$ cat src/riscvPkg.sv
// ################################################
// Encodings for the reduced RV32I core
// Only ADD SUB AND OR SLT ADDI LW SW BEQ BNE JAL decode
// Select codes are shared by controller, hazard unit and datapath
// ################################################

package riscvPkg;

    localparam int XLen = 32;
    localparam logic [31:0] ResetVector = 32'h0000_0000;

    // Major opcodes
    localparam logic [6:0] OpRType  = 7'b0110011;
    localparam logic [6:0] OpIType  = 7'b0010011;
    localparam logic [6:0] OpLoad   = 7'b0000011;
    localparam logic [6:0] OpStore  = 7'b0100011;
    localparam logic [6:0] OpBranch = 7'b1100011;
    localparam logic [6:0] OpJal    = 7'b1101111;

    // funct3 values
    localparam logic [2:0] Funct3Add = 3'b000; // ADD, SUB and ADDI
    localparam logic [2:0] Funct3Slt = 3'b010;
    localparam logic [2:0] Funct3Or  = 3'b110;
    localparam logic [2:0] Funct3And = 3'b111;
    localparam logic [2:0] Funct3Beq = 3'b000;
    localparam logic [2:0] Funct3Bne = 3'b001;

    // ALU operations
    localparam logic [2:0] AluAdd = 3'b000;
    localparam logic [2:0] AluSub = 3'b001;
    localparam logic [2:0] AluAnd = 3'b010;
    localparam logic [2:0] AluOr  = 3'b011;
    localparam logic [2:0] AluSlt = 3'b101;

    // Immediate formats
    localparam logic [1:0] ImmI = 2'b00;
    localparam logic [1:0] ImmS = 2'b01;
    localparam logic [1:0] ImmB = 2'b10;
    localparam logic [1:0] ImmJ = 2'b11;

    // Writeback result source
    localparam logic [1:0] ResAlu = 2'b00;
    localparam logic [1:0] ResMem = 2'b01;
    localparam logic [1:0] ResPc4 = 2'b10; // JAL link value

    // Execute operand forwarding
    localparam logic [1:0] FwdNone = 2'b00;
    localparam logic [1:0] FwdWb   = 2'b01;
    localparam logic [1:0] FwdMem  = 2'b10;

endpackage

$ cat src/riscvHazardUnit.sv
// ################################################
// Forwarding, load-use stall and flush decisions
// Memory stage wins over writeback, x0 never forwards
// Fetch-not-ready holds F and D and inserts a bubble
// ################################################

module riscvHazardUnit (
    input  logic [4:0] rs1D_i,
    input  logic [4:0] rs2D_i,
    input  logic [4:0] rs1E_i,
    input  logic [4:0] rs2E_i,
    input  logic [4:0] rdE_i,
    input  logic [4:0] rdM_i,
    input  logic [4:0] rdW_i,
    input  logic [1:0] resultSrcE_i,
    input  logic       regWriteM_i,
    input  logic       regWriteW_i,
    input  logic       pcSrcE_i,
    input  logic       readyF_i,
    output logic       stallF_o,
    output logic       stallD_o,
    output logic       flushD_o,
    output logic       flushE_o,
    output logic [1:0] forwardAE_o,
    output logic [1:0] forwardBE_o
);
    import riscvPkg::*;

    logic lwStall;

    function automatic logic [1:0] fwdSel(input logic [4:0] rs);
        if (rs != 5'd0 && regWriteM_i && rs == rdM_i)
            return FwdMem;
        else if (rs != 5'd0 && regWriteW_i && rs == rdW_i)
            return FwdWb;
        else
            return FwdNone;
    endfunction

    always_comb begin
        forwardAE_o = fwdSel(rs1E_i);
        forwardBE_o = fwdSel(rs2E_i);
    end

    // Load in execute feeding the instruction in decode
    assign lwStall = (resultSrcE_i == ResMem) && (rdE_i == rs1D_i || rdE_i == rs2D_i);

    // A redirect must still load the PC while fetch is not ready
    assign stallF_o = lwStall | (~readyF_i & ~pcSrcE_i);
    assign stallD_o = lwStall | ~readyF_i;
    assign flushD_o = pcSrcE_i;
    assign flushE_o = lwStall | pcSrcE_i | ~readyF_i;

endmodule

$ cat config.mk
export PLATFORM = sky130hd
export DESIGN_NAME = riscvHazardUnit
export DESIGN_NICKNAME = d
export VERILOG_FILES = /design/src/riscvPkg.sv /design/src/riscvHazardUnit.sv
export SDC_FILE = /design/constraint.sdc
export NUM_CORES = 1
export LEC_CHECK = 0
export ABC_AREA = 1
export ABC_CLOCK_PERIOD_IN_PS = 800
export BUFFER_PORTS_ARGS = -buffer_cell sky130_fd_sc_hd__buf_2
export CORE_MARGIN = 1.5
export CORE_UTILIZATION = 29
export DETAILED_ROUTE_END_ITERATION = 6
export SYNTH_ARGS = -nofsm -noshare
export SYNTH_HDL_FRONTEND = slang
export SYNTH_SLANG_ARGS = --single-unit
$ cat constraint.sdc
create_clock -name vclk -period 0.8
set_input_delay 0.08 -clock vclk [all_inputs]
set_output_delay 0.08 -clock vclk [all_outputs]
set_load 0.01 [all_outputs]
==> flow_metrics.env <==
export IMPL_status="finished with violations"
export IMPL_violations="negative setup slack"
export IMPL_cts_hold_buf=0
export IMPL_syn_area_per_cell_um2=4.591
export IMPL_p_sw_share_pct=43.80
export IMPL_die_h_um=46.77
export IMPL_power_frac_seq_pct=0
export IMPL_path_class="primary input to output pin"
export IMPL_hold_end="flushD_o"
export IMPL_synthesis_area_um2=555.5
export IMPL_ioPinCount=49
export IMPL_grt_antenna_before_repair=0
export IMPL_holdCritPathClass="primary input to output pin"
export IMPL_seq_cell_count=0
export IMPL_synth_area_leader_cell="nand2_1"
export IMPL_power_leakage_nw=0.6556
export IMPL_worstMarginPinSlew_ns=0.1995
export IMPL_intPower_w=0.0003143
export IMPL_row_count=15
export IMPL_vdd_ir_drop_worst_uv=240.8
export IMPL_synth_top_area_share_pct=29.05
export IMPL_grt_pass1_vias=795
export IMPL_synthTopCellsByArea="nand2_1, inv_1, nor2_1"
export IMPL_initial_core_util_pct=31.49
export IMPL_yosysUniqueCellTypes=16
export IMPL_netlist_instances=121
export IMPL_drc=0
export IMPL_syn_nets=162
export IMPL_finalHoldViolations=0
export IMPL_post_route_period_util_pct=114.7
export IMPL_syn_to_final_growth_pct=106.3
export IMPL_drv_slew=0
export IMPL_grt_first_pass_wirelength_um=3077
export IMPL_post_route_util_pct=64.96
export IMPL_die_x_um=46.77
export IMPL_setup_ws_ns=-0.1175
export IMPL_nets=216
export IMPL_maxSlewHeadroom_pct=86.65
export IMPL_required_ns=0.72
export IMPL_cap_violations=0
export IMPL_hold_start="pcSrcE_i"
export IMPL_fin_hold_ws_ns=0.3899
export IMPL_drt_iter0_drc=10
export IMPL_grt_usage_pct=18.36
export IMPL_rsz0062_at_grt="yes"
export IMPL_path_max_fanout=3
export IMPL_n_clock_buffer=0
export IMPL_drt_total_wl_um=1922
export IMPL_grt_start_max_net_pins=6
export IMPL_wire_per_inst_um=9.707
export IMPL_switchingPower_w=0.0002450
export IMPL_setup_viol=7
export IMPL_vias_per_cell=4.444
export IMPL_fillers=190
export IMPL_overflow=0
export IMPL_endpoint_kind="output pin"
export IMPL_dp_slack_ns=-0.1923
export IMPL_drive_gt1_share_pct=51.45
export IMPL_start_kind="primary input"
export IMPL_dieArea_mm2=0.002187
export IMPL_final_antenna_net_count=0
export IMPL_regArea_um2=0
export IMPL_powerDensity_mw_per_mm2=488.0
export IMPL_yosys_warnings=0
export IMPL_fmax_mhz=1090
export IMPL_portBuffers=49
export IMPL_min_period_ns=0.9175
export IMPL_clockPowerShare_pct=0
export IMPL_drt_pass1_iterations=4
export IMPL_ys_seq_area_share_pct=0
export IMPL_critPathArrivalTime_ns=0.84
export IMPL_gp_congestion=0.7909
export IMPL_vias=880
export IMPL_core_area_mm2=0.001764
export IMPL_hold_depth=2
export IMPL_comb_power_share_pct=100.0
export IMPL_hpwl_um=1460
export IMPL_antenna_cells=0
[per-layer routing]
layer	share of wire [%]	vias to the layer above	track usage, %
li1	-	471	-
met5	0	-	0
met2	51	28	34.79
met3	5.3	2	0
met4	1.1	0	0
met1	42	379	24.83
[power groups by stage]
stage | Clock (W) | Combinational (W) | Sequential [W]
after global placement | 0 | 0.000380 | 0
after CTS | 0 | 0.000486 | 0
after floorplan | 0 | 0.000192 | 0
after global routing | 0 | 0.000616 | 0
after detailed placement | 0 | 0.000386 | 0
final | 0 | 0.000559 | 0
[synthesized netlist by cell type]
cell type and count:
nand4_1 4, inv_1 26, nor2_1 17, inv_2 1, buf_4 1, nor2_2 2, o21ai_0 5, o211a_1 1
nand2_1 43, nor3_1 3, nand3_1 4, xnor2_1 3, a21oi_2 1, o21ai_1 1, o22ai_1 2, xor2_1 7
[cells in the final DEF (no fill, tap or decap), drive strengths merged]
| cell | count |
|---|---|
| nor2 | 19 |
| xnor2 | 3 |
| nand4 | 4 |
| o211a | 1 |
| inv | 27 |
| nand2 | 43 |
| nand3 | 4 |
| xor2 | 7 |
| a21oi | 1 |
| o21ai | 6 |
| nor3 | 3 |
| buf | 53 |
| o22ai | 2 |
[worst max-delay path by stage]
stage | startpoint | to | slack, ns | cells past startpoint
global route | rs2D_i[0] | stallD_o | -0.22 | 9
global placement | rdE_i[3] | stallF_o | -0.14 | 10
CTS | rdE_i[1] | stallF_o | -0.12 | 10
floorplan | rdM_i[2] | forwardAE_o[0] | 0.05 | 5
finish | rs2E_i[1] | forwardBE_o[0] | -0.12 | 6
detailed placement | rdE_i[3] | stallF_o | -0.19 | 10
[area by class of cell]
| cell class | count | area [um^2] | share of cell area (%) |
|---|---|---|---|
| timing repair buffer | 53 | 489.2 | 42.69 |
| inverter | 27 | 113.9 | 9.934 |
| multi-input combinational | 93 | 511.7 | 44.65 |
| tap | 25 | 31.28 | 2.729 |
[per-stage QoR]
step	setup TNS (ns)	instance area [um^2]	cells	total power [W]
global placement	-0.7635	847.1	197	0.0003796
floorplan	0	555.5	121	0.0001922
detailed placement	-0.8874	847.1	197	0.0003856
global route	-1.208	1146	198	0.0006158
finish	-0.5788	1146	198	0.0005593
CTS	-0.6113	1021	197	0.0004856
[critical path, stage by stage]
cell     delay [ns]
buf_6          0.10
xor2_1         0.16
nor3_2         0.20
nand2_1        0.08
nor2_2         0.09
buf_2          0.12
[logic make-up (layout without fill, tap and decap cells)]
| logic type | Yosys count | count (layout) | synth area share (%) |
|---|---|---|---|
| compound gates | 10 | 10 | 11.03 |
| buf+inv | 28 | 80 | 19.59 |
| simple gates | 73 | 73 | 53.60 |
| xor+xnor | 10 | 10 | 15.77 |
[what timing repair did]
item                                    CTS  global route
resized for setup                        48            37
endpoints found under the setup margin    7             7
pin swaps                                29            30
buffers inserted                          0             1
Note: power is estimated with default switching activity, not from simulation.
